===== config.mk =====
export PLATFORM = sky130hd
export DESIGN_NAME = vtp_shim
export DESIGN_NICKNAME = d
export VERILOG_FILES = /design/src/hw/vtp_addr_pkg.sv /design/src/hw/vtp_req_pkg.sv /design/src/hw/vtp_req_decode.sv /design/src/hw/vtp_xlate_execute.sv /design/src/hw/vtp_rsp_result.sv /design/src/hw/vtp_shim.sv
export SDC_FILE = /design/constraint.sdc
export NUM_CORES = 1
export LEC_CHECK = 0
export BUFFER_PORTS_ARGS = -buffer_cell sky130_fd_sc_hd__buf_2
export CAP_MARGIN = 20
export CORE_UTILIZATION = 45
export CTS_CLUSTER_DIAMETER = 200
export DETAILED_ROUTE_END_ITERATION = 8
export SYNTH_ARGS = -nofsm -noshare
export SYNTH_HDL_FRONTEND = slang
export SYNTH_SLANG_ARGS = --single-unit

===== constraint.sdc =====
create_clock -name clk -period 10.67 [get_ports clk]
set_clock_uncertainty 0.05 [all_clocks]
set_input_delay 1.067 -clock clk [delete_from_list [all_inputs] [get_ports clk]]
set_output_delay 1.067 -clock clk [all_outputs]
set_load 0.01 [all_outputs]

===== src/hw/vtp_addr_pkg.sv =====
// Cache-line address definitions

`default_nettype none

package vtp_addr_pkg;

    // ====================
    // Widths
    // ====================

    // Virtual and physical line addresses share one width
    localparam int LINE_ADDR_BITS = 42;

    // Line offset inside a 4 KB page (64 lines)
    localparam int OFFSET_4K_BITS = 6;

    // Line offset inside a 2 MB page (32768 lines)
    localparam int OFFSET_2M_BITS = 15;

    // 4 KB page index is what remains above the small offset
    localparam int PAGE_4K_BITS = LINE_ADDR_BITS - OFFSET_4K_BITS;

    // ====================
    // Types
    // ====================

    typedef logic [LINE_ADDR_BITS-1:0] t_line_addr;
    typedef logic [PAGE_4K_BITS-1:0]   t_page_4k;

    // 4 KB page index of a line address
    function automatic t_page_4k vtp_page_4k(input t_line_addr addr);
        return addr[LINE_ADDR_BITS-1:OFFSET_4K_BITS];
    endfunction

endpackage

`default_nettype wire


===== src/hw/vtp_req_pkg.sv =====
// Read request definitions

`default_nettype none

package vtp_req_pkg;

    // ====================
    // Opcodes
    // ====================

    // Read flavours accepted from the requester
    typedef enum logic [1:0] {
        OP_RD      = 2'd0,  // translated read
        OP_RD_SPEC = 2'd1,  // speculative, failure returns an error
        OP_RD_PHYS = 2'd2   // address is already physical
    } t_rd_op;

    // ====================
    // Request fields
    // ====================

    // Opaque requester metadata, returned with the response
    typedef logic [15:0] t_mdata;

    // Ceiling on the lookup tag count
    localparam int MAX_TAGS = 64;

endpackage

`default_nettype wire


===== src/hw/vtp_req_decode.sv =====
// Request decode and tag allocation

`default_nettype none

module vtp_req_decode
#(
    parameter int N_TAGS = 16
)
(
    input  logic                          clk,
    input  logic                          reset,
    input  logic                          req_valid,
    input  vtp_req_pkg::t_rd_op           req_op,
    input  vtp_addr_pkg::t_line_addr      req_addr,
    input  vtp_req_pkg::t_mdata           req_mdata,
    input  logic                          free_valid,
    input  logic [$clog2(N_TAGS)-1:0]     free_tag,
    output logic                          lookup_valid,
    output logic [$clog2(N_TAGS)-1:0]     lookup_tag,
    output vtp_addr_pkg::t_page_4k        lookup_page,
    output logic                          lookup_spec,
    output logic                          alloc_valid,
    output logic [$clog2(N_TAGS)-1:0]     alloc_tag,
    output vtp_addr_pkg::t_line_addr      alloc_addr,
    output logic                          alloc_phys,
    output logic                          alloc_spec,
    output vtp_req_pkg::t_mdata           alloc_mdata
);
    import vtp_addr_pkg::*;
    import vtp_req_pkg::*;

    localparam int TAG_BITS = $clog2(N_TAGS);

    // Tag count must be a power of two within the supported range
    if ((N_TAGS > MAX_TAGS) || ((N_TAGS & (N_TAGS - 1)) != 0))
    begin : g_bad_n_tags
        $error("N_TAGS must be a power of two no larger than MAX_TAGS");
    end

    // One bit per tag, set while the tag is free
    logic [N_TAGS-1:0]   free_map;
    logic [TAG_BITS-1:0] next_tag;
    logic                is_spec;
    logic                is_phys;

    // ====================
    // Opcode decode
    // ====================

    always_comb
    begin
        is_spec = 1'b0;
        is_phys = 1'b0;
        case (req_op)
            OP_RD:      ;
            OP_RD_SPEC: is_spec = 1'b1;
            OP_RD_PHYS: is_phys = 1'b1;
            default:    ;
        endcase
    end

    // ====================
    // Free tag pool
    // ====================

    // Lowest free tag wins, so scan from the top down
    always_comb
    begin
        next_tag = '0;
        for (int i = N_TAGS - 1; i >= 0; i--)
        begin
            if (free_map[i])
            begin
                next_tag = TAG_BITS'(i);
            end
        end
    end

    // Taken tag is never the one being freed
    always_ff @(posedge clk)
    begin
        if (!reset)
        begin
            free_map <= '1;
        end
        else
        begin
            if (req_valid)
            begin
                free_map[next_tag] <= 1'b0;
            end
            if (free_valid)
            begin
                free_map[free_tag] <= 1'b1;
            end
        end
    end

    // Lookup leaves in the request cycle
    // Service ignores the page of a physical request
    assign lookup_valid = req_valid;
    assign lookup_tag   = next_tag;
    assign lookup_page  = vtp_page_4k(req_addr);
    assign lookup_spec  = is_spec;

    // ====================
    // Allocation record
    // ====================

    always_ff @(posedge clk)
    begin
        if (!reset)
        begin
            alloc_valid <= 1'b0;
        end
        else
        begin
            alloc_valid <= req_valid;
        end
    end

    // Payload only, qualified by alloc_valid
    always_ff @(posedge clk)
    begin
        alloc_tag   <= next_tag;
        alloc_addr  <= req_addr;
        alloc_phys  <= is_phys;
        alloc_spec  <= is_spec;
        alloc_mdata <= req_mdata;
    end

    // Requester keeps at most N_TAGS lookups in flight
    a_pool_not_empty: assert property (@(posedge clk) disable iff (!reset)
        req_valid |-> |free_map)
        else $error("Request arrived with no free lookup tag");

endmodule

`default_nettype wire


===== src/hw/vtp_xlate_execute.sv =====
// Translation completion and address build

`default_nettype none

module vtp_xlate_execute
#(
    parameter int N_TAGS = 16
)
(
    input  logic                          clk,
    input  logic                          reset,
    input  logic                          alloc_valid,
    input  logic [$clog2(N_TAGS)-1:0]     alloc_tag,
    input  vtp_addr_pkg::t_line_addr      alloc_addr,
    input  logic                          alloc_phys,
    input  logic                          alloc_spec,
    input  vtp_req_pkg::t_mdata           alloc_mdata,
    input  logic                          lookup_rsp_valid,
    input  logic [$clog2(N_TAGS)-1:0]     lookup_rsp_tag,
    input  logic                          lookup_rsp_error,
    input  logic                          lookup_rsp_big,
    input  vtp_addr_pkg::t_page_4k        lookup_rsp_page,
    output logic                          free_valid,
    output logic [$clog2(N_TAGS)-1:0]     free_tag,
    output logic                          mem_req_valid,
    output vtp_addr_pkg::t_line_addr      mem_req_addr,
    output vtp_req_pkg::t_mdata           mem_req_mdata,
    output logic                          err_valid,
    output vtp_req_pkg::t_mdata           err_mdata
);
    import vtp_addr_pkg::*;
    import vtp_req_pkg::*;

    // Page bits dropped when a 2 MB page swallows part of the 4 KB index
    localparam int BIG_LOW_BITS = OFFSET_2M_BITS - OFFSET_4K_BITS;

    // ====================
    // Per-tag request table
    // ====================

    t_line_addr addr_tbl  [N_TAGS];
    logic       phys_tbl  [N_TAGS];
    logic       spec_tbl  [N_TAGS];
    t_mdata     mdata_tbl [N_TAGS];

    always_ff @(posedge clk)
    begin
        if (alloc_valid)
        begin
            addr_tbl[alloc_tag]  <= alloc_addr;
            phys_tbl[alloc_tag]  <= alloc_phys;
            spec_tbl[alloc_tag]  <= alloc_spec;
            mdata_tbl[alloc_tag] <= alloc_mdata;
        end
    end

    // ====================
    // Physical address build
    // ====================

    t_line_addr ent_addr;
    logic       ent_phys;
    t_line_addr phys_addr;

    assign ent_addr = addr_tbl[lookup_rsp_tag];
    assign ent_phys = phys_tbl[lookup_rsp_tag];

    always_comb
    begin
        if (ent_phys)
        begin
            // Untranslated, keep what the requester sent
            phys_addr = ent_addr;
        end
        else if (lookup_rsp_big)
        begin
            phys_addr = {lookup_rsp_page[PAGE_4K_BITS-1:BIG_LOW_BITS],
                         ent_addr[OFFSET_2M_BITS-1:0]};
        end
        else
        begin
            phys_addr = {lookup_rsp_page, ent_addr[OFFSET_4K_BITS-1:0]};
        end
    end

    // Exactly one of memory read or error per lookup response
    always_ff @(posedge clk)
    begin
        if (!reset)
        begin
            mem_req_valid <= 1'b0;
            err_valid     <= 1'b0;
            free_valid    <= 1'b0;
        end
        else
        begin
            mem_req_valid <= lookup_rsp_valid && (ent_phys || !lookup_rsp_error);
            err_valid     <= lookup_rsp_valid && !ent_phys && lookup_rsp_error;
            free_valid    <= lookup_rsp_valid;
        end
    end

    always_ff @(posedge clk)
    begin
        free_tag      <= lookup_rsp_tag;
        mem_req_addr  <= phys_addr;
        mem_req_mdata <= mdata_tbl[lookup_rsp_tag];
        err_mdata     <= mdata_tbl[lookup_rsp_tag];
    end

    // Failed translation is legal only for a speculative lookup from decode
    a_err_only_spec: assert property (@(posedge clk) disable iff (!reset)
        (lookup_rsp_valid && lookup_rsp_error && !ent_phys) |-> spec_tbl[lookup_rsp_tag])
        else $error("Lookup error returned for a non-speculative read");

endmodule

`default_nettype wire


===== src/hw/vtp_rsp_result.sv =====
// Response merge with error injection

`default_nettype none

module vtp_rsp_result
#(
    parameter int ERR_DEPTH = 8
)
(
    input  logic                  clk,
    input  logic                  reset,
    input  logic                  err_valid,
    input  vtp_req_pkg::t_mdata   err_mdata,
    input  logic                  mem_rsp_valid,
    input  vtp_req_pkg::t_mdata   mem_rsp_mdata,
    input  logic [63:0]           mem_rsp_data,
    output logic                  rsp_valid,
    output vtp_req_pkg::t_mdata   rsp_mdata,
    output logic [63:0]           rsp_data,
    output logic                  rsp_error
);
    import vtp_req_pkg::*;

    localparam int PTR_BITS = (ERR_DEPTH > 1) ? $clog2(ERR_DEPTH) : 1;
    localparam int CNT_BITS = $clog2(ERR_DEPTH + 1);

    // ====================
    // Error queue
    // ====================

    t_mdata              err_q [ERR_DEPTH];
    logic [PTR_BITS-1:0] wr_ptr;
    logic [PTR_BITS-1:0] rd_ptr;
    logic [CNT_BITS-1:0] err_count;
    logic                err_deq;

    // Errors only take cycles that memory leaves idle
    assign err_deq = (err_count != '0) && !mem_rsp_valid;

    always_ff @(posedge clk)
    begin
        if (err_valid)
        begin
            err_q[wr_ptr] <= err_mdata;
        end
    end

    // Pointers wrap at ERR_DEPTH, which need not be a power of two
    always_ff @(posedge clk)
    begin
        if (!reset)
        begin
            wr_ptr    <= '0;
            rd_ptr    <= '0;
            err_count <= '0;
        end
        else
        begin
            if (err_valid)
            begin
                wr_ptr <= (wr_ptr == PTR_BITS'(ERR_DEPTH - 1)) ? '0 : wr_ptr + 1'b1;
            end
            if (err_deq)
            begin
                rd_ptr <= (rd_ptr == PTR_BITS'(ERR_DEPTH - 1)) ? '0 : rd_ptr + 1'b1;
            end
            err_count <= err_count + CNT_BITS'(err_valid) - CNT_BITS'(err_deq);
        end
    end

    // ====================
    // Response stream
    // ====================

    always_ff @(posedge clk)
    begin
        if (!reset)
        begin
            rsp_valid <= 1'b0;
            rsp_error <= 1'b0;
        end
        else
        begin
            rsp_valid <= mem_rsp_valid || err_deq;
            rsp_error <= err_deq;
        end
    end

    // Memory response has priority, error carries zero data
    always_ff @(posedge clk)
    begin
        rsp_mdata <= mem_rsp_valid ? mem_rsp_mdata : err_q[rd_ptr];
        rsp_data  <= mem_rsp_valid ? mem_rsp_data : '0;
    end

    // Queue must drain before execute pushes past its depth
    a_no_overflow: assert property (@(posedge clk) disable iff (!reset)
        err_valid |-> ((err_count < CNT_BITS'(ERR_DEPTH)) || err_deq))
        else $error("Error queue overflow");

endmodule

`default_nettype wire


===== src/hw/vtp_shim.sv =====
// Address translation shim top

`default_nettype none

module vtp_shim
#(
    parameter int N_TAGS    = 16,
    parameter int ERR_DEPTH = 8
)
(
    input  logic                          clk,
    input  logic                          reset,
    // Requester
    input  logic                          req_valid,
    input  vtp_req_pkg::t_rd_op           req_op,
    input  vtp_addr_pkg::t_line_addr      req_addr,
    input  vtp_req_pkg::t_mdata           req_mdata,
    // Translation service
    output logic                          lookup_valid,
    output logic [$clog2(N_TAGS)-1:0]     lookup_tag,
    output vtp_addr_pkg::t_page_4k        lookup_page,
    output logic                          lookup_spec,
    input  logic                          lookup_rsp_valid,
    input  logic [$clog2(N_TAGS)-1:0]     lookup_rsp_tag,
    input  logic                          lookup_rsp_error,
    input  logic                          lookup_rsp_big,
    input  vtp_addr_pkg::t_page_4k        lookup_rsp_page,
    // Memory
    output logic                          mem_req_valid,
    output vtp_addr_pkg::t_line_addr      mem_req_addr,
    output vtp_req_pkg::t_mdata           mem_req_mdata,
    input  logic                          mem_rsp_valid,
    input  vtp_req_pkg::t_mdata           mem_rsp_mdata,
    input  logic [63:0]                   mem_rsp_data,
    // Responses back to the requester
    output logic                          rsp_valid,
    output vtp_req_pkg::t_mdata           rsp_mdata,
    output logic [63:0]                   rsp_data,
    output logic                          rsp_error
);
    import vtp_addr_pkg::*;
    import vtp_req_pkg::*;

    localparam int TAG_BITS = $clog2(N_TAGS);

    // Decode to execute
    logic                alloc_valid;
    logic [TAG_BITS-1:0] alloc_tag;
    t_line_addr          alloc_addr;
    logic                alloc_phys;
    logic                alloc_spec;
    t_mdata              alloc_mdata;

    // Execute back to decode, and on to result
    logic                free_valid;
    logic [TAG_BITS-1:0] free_tag;
    logic                err_valid;
    t_mdata              err_mdata;

    // ====================
    // Pipeline stages
    // ====================

    // Port names match the wires one to one
    vtp_req_decode #(.N_TAGS(N_TAGS)) decode_inst (.*);

    vtp_xlate_execute #(.N_TAGS(N_TAGS)) execute_inst (.*);

    vtp_rsp_result #(.ERR_DEPTH(ERR_DEPTH)) result_inst (.*);

endmodule

`default_nettype wire


==> flow_summary.toml <==
[timing]
fin_crit_ns = 3.83
tightestPinTransition_ns = 1.18
hold_viol = 0
tns_ns = 0
max_slew_margin = 0.214
fmax_mhz = 261
drv_slew = 0
setup_viol = 0
rsz0062_at_grt = "no"
min_period_over_period = 0.359

[drt]
drt_wl_total_um = 104000
met3_length_um = 6580
viasPerCell = 5.52
routed-wl-met2_um = 53400
route.detailed.drc = 0
wl_met1_um = 42100
drt_iter0_drc = 1749
num_vias = 22600
top_layer_used = "met5"
antenna_left = 0
wl_per_cell_um = 25.4
first_pass_iters = 5

[placement]
dp.final_hpwl_um = 55900
gp_congestion = 0.835
port_buffers = 369
placed_area_um2 = 50600

[clock_tree]
clock-root-buffer = "clkbuf_16"
post-cts-setup-buffers = 0
cts_hold_buf = 0
clock_latency_ns = 0.74
cts-buffers-inserted = 136
cts_resized = 0
cts_tree = "done"
cts_sinks = 1312
cts_buffer_depth = 3
htree_levels = 4
path_clk_slew_ns = 0.06

[critical_path]
crit_buf_inv = 3
cp-start-kind = "input pin"
r2r_start = "decode_inst.alloc_valid"
cp.depth = 7
crit_path_max_incr_delay_ns = 0.73
cp-endpoint = "execute_inst.mem_req_addr[34]"
critPathSlowestCell = "buf_4"
r2r_slack_ns = 7.66
reg2reg_depth = 3
worstSetupPathType = "input pin to flop"
crit_start = "lookup_rsp_tag[0]"
required_ns = 11.20
crit_chain = "buf_8 -> buf_4 -> buf_12 -> mux4_2 -> a22o_1 -> a221oi_1 -> o21ai_0"
worst-path-max-fanout = 103
cp_top_family = "buffers and inverters"
arrival_ns = 4.36
cp-end-kind = "flop"
worstReg2RegEnd = "execute_inst.mdata_tbl[3][13]"

[logic_synthesis]
synth_top_family_by_area = "multiplexers"
ys_ff_latch = 1312
synth_top_area_cell = "edfxtp_1"
synth_nets = 2385
synth_mux_area_frac = 0.147
synth.avg_cell_area_um2 = 21.5
ys.flop_type = "edfxtp_1"
async_reset_ff_frac = 0
synth_edf_count = 1072
syn-cell-area_um2 = 47100
synth_compound_area_frac = 0.0252
synth.area.top_cells = "edfxtp_1 68%, mux4_2 14%, dfxtp_1 10%"
synth_xor_area_frac = 0.000372
synth.most_common_cell = "edfxtp_1"
synthSimpleGateAreaFrac = 0.0240
ys_seq_area_frac = 0.785
netlist_top_cells_count = "1072 x edfxtp_1, 290 x mux4_2, 240 x dfxtp_1"
syn_inst = 2188
synthAdderAreaFrac = 0.00281
synth_cell_type_count = 46
yosys_warnings = 0
synth.top_cell.area_share = 0.683

[finish]
seq_area_um2 = 37000
fillers = 8102
area_delta_synth_final_pct = 16.5
multi_input_area_um2 = 9530
drive_gt1_frac = 0.346
finalInstanceArea_um2 = 54900
n_antenna_cell = 0
nets = 2798

[power]
vdd_drop_max_uv = 157
power.leakage_nw = 18.5
p_per_area_nw_per_um2 = 199

[floorplanning]
initial_core_util = 0.455
die_w_um = 326
row_count = 118
die_y_um = 326
die_area_um2 = 106000
io_pins = 370
core_area_um2 = 104000

[grt]
antenna_found_initial = 6
grt_pass1_vias = 24000
grt_overflow = 0
grt_max_degree = 104
grtUsageTotal = 0.198
grt_first_pass_wirelength_um = 155000

[worst_hold_path]
min_path_type = "input pin to flop"

[outcome]
status = "completed"

[flow_run]
maxCapViolations = 0
## cell usage in the layout (no fill, tap or decap), drive strengths merged, types with 2 or more instances in the layout
master,n
ha,9
o31ai,7
o311ai,4
edfxtp,1072
a21boi,2
inv,21
o211ai,13
or3b,3
a21o,2
nand2,65
mux4,290
nor2,34
nor2b,15
and2,72
clkbuf,197
a221oi,28
or3,2
a22oi,18
a21oi,4
nand3,3
mux2,10
buf,416
bufinv,5
nand2b,10
clkinv,39
dfxtp,240
nand3b,4
nor3,11
mux2i,23
o21a,2
o21ai,54
a22o,27
o21bai,2
## per-layer routing
metal,vias to the layer above,track usage
met5,-,0
met4,10,0.0544
met3,162,0.0443
met2,749,0.343
met1,11900,0.252
li1,9748,-
## state kept, by name, summed over array words and instances, names as in the netlist, 42 cells and up, named ones only
register / count
result_inst.rsp_data: 64
result_inst.err_q: 128
decode_inst.alloc_addr: 42
execute_inst.mdata_tbl: 256
execute_inst.mem_req_addr: 42
execute_inst.addr_tbl: 672
## through the flow
stage | util | total power [mW] | hold slack, ns | setup WS [ns] | instances
6_report | 0.530 | 10.9 | 0.381 | 6.84 | 4094
4_1_cts | 0.530 | 11.0 | 0.331 | 6.68 | 4094
2_1_floorplan | - | 6.24 | 0.426 | 5.22 | 2188
3_5_place_dp | 0.488 | 6.49 | 0.465 | 5.90 | 3843
3_3_place_gp | 0.487 | 6.46 | 0.456 | 5.93 | 3840
5_1_grt | 0.530 | 11.3 | 0.346 | 6.48 | 4094
## final cells by class
class / instances / area share
inverters: 12 / 0.000820
multi-input cells: 723 / 0.174
repair buffers: 416 / 0.0413
flip-flops and latches: 1312 / 0.674
well taps: 1380 / 0.0314
clock inverters: 54 / 0.00950
clock buffers: 197 / 0.0696
## worst register-to-register path, cell delays in order (launching register included)
cell and delay (ns):
dfxtp_1 0.37, or3b_2 0.59, nor2_4 0.61, buf_4 0.94
## logic make-up after synthesis
logic type | count (synthesis)
buffers and inverters | 153
AOI/OAI and AO/OA | 167
adders and majority gates | 10
xor gates and xnor gates | 2
muxes | 323
and+or+nand+nor | 221
DFF | 1312
## power breakdown
group,total [mW],switching [mW],leakage (nW),internal [mW]
Clock,4.57,1.94,2.13,2.63
Combinational,0.628,0.320,4.67,0.308
Sequential,5.74,0.0938,11.7,5.64
## how the worst min path moves through the flow
stage | start | end | cells past startpoint
floorplan | decode_inst.free_map[14] | decode_inst.free_map[14] | 2
global placement | decode_inst.free_map[14] | decode_inst.free_map[14] | 2
detailed placement | decode_inst.free_map[14] | decode_inst.free_map[14] | 2
CTS | req_mdata[12] | decode_inst.alloc_mdata[12] | 1
global route | req_mdata[3] | decode_inst.alloc_mdata[3] | 1
finish | req_mdata[3] | decode_inst.alloc_mdata[3] | 1
Note: power is estimated with default switching activity, not from simulation.
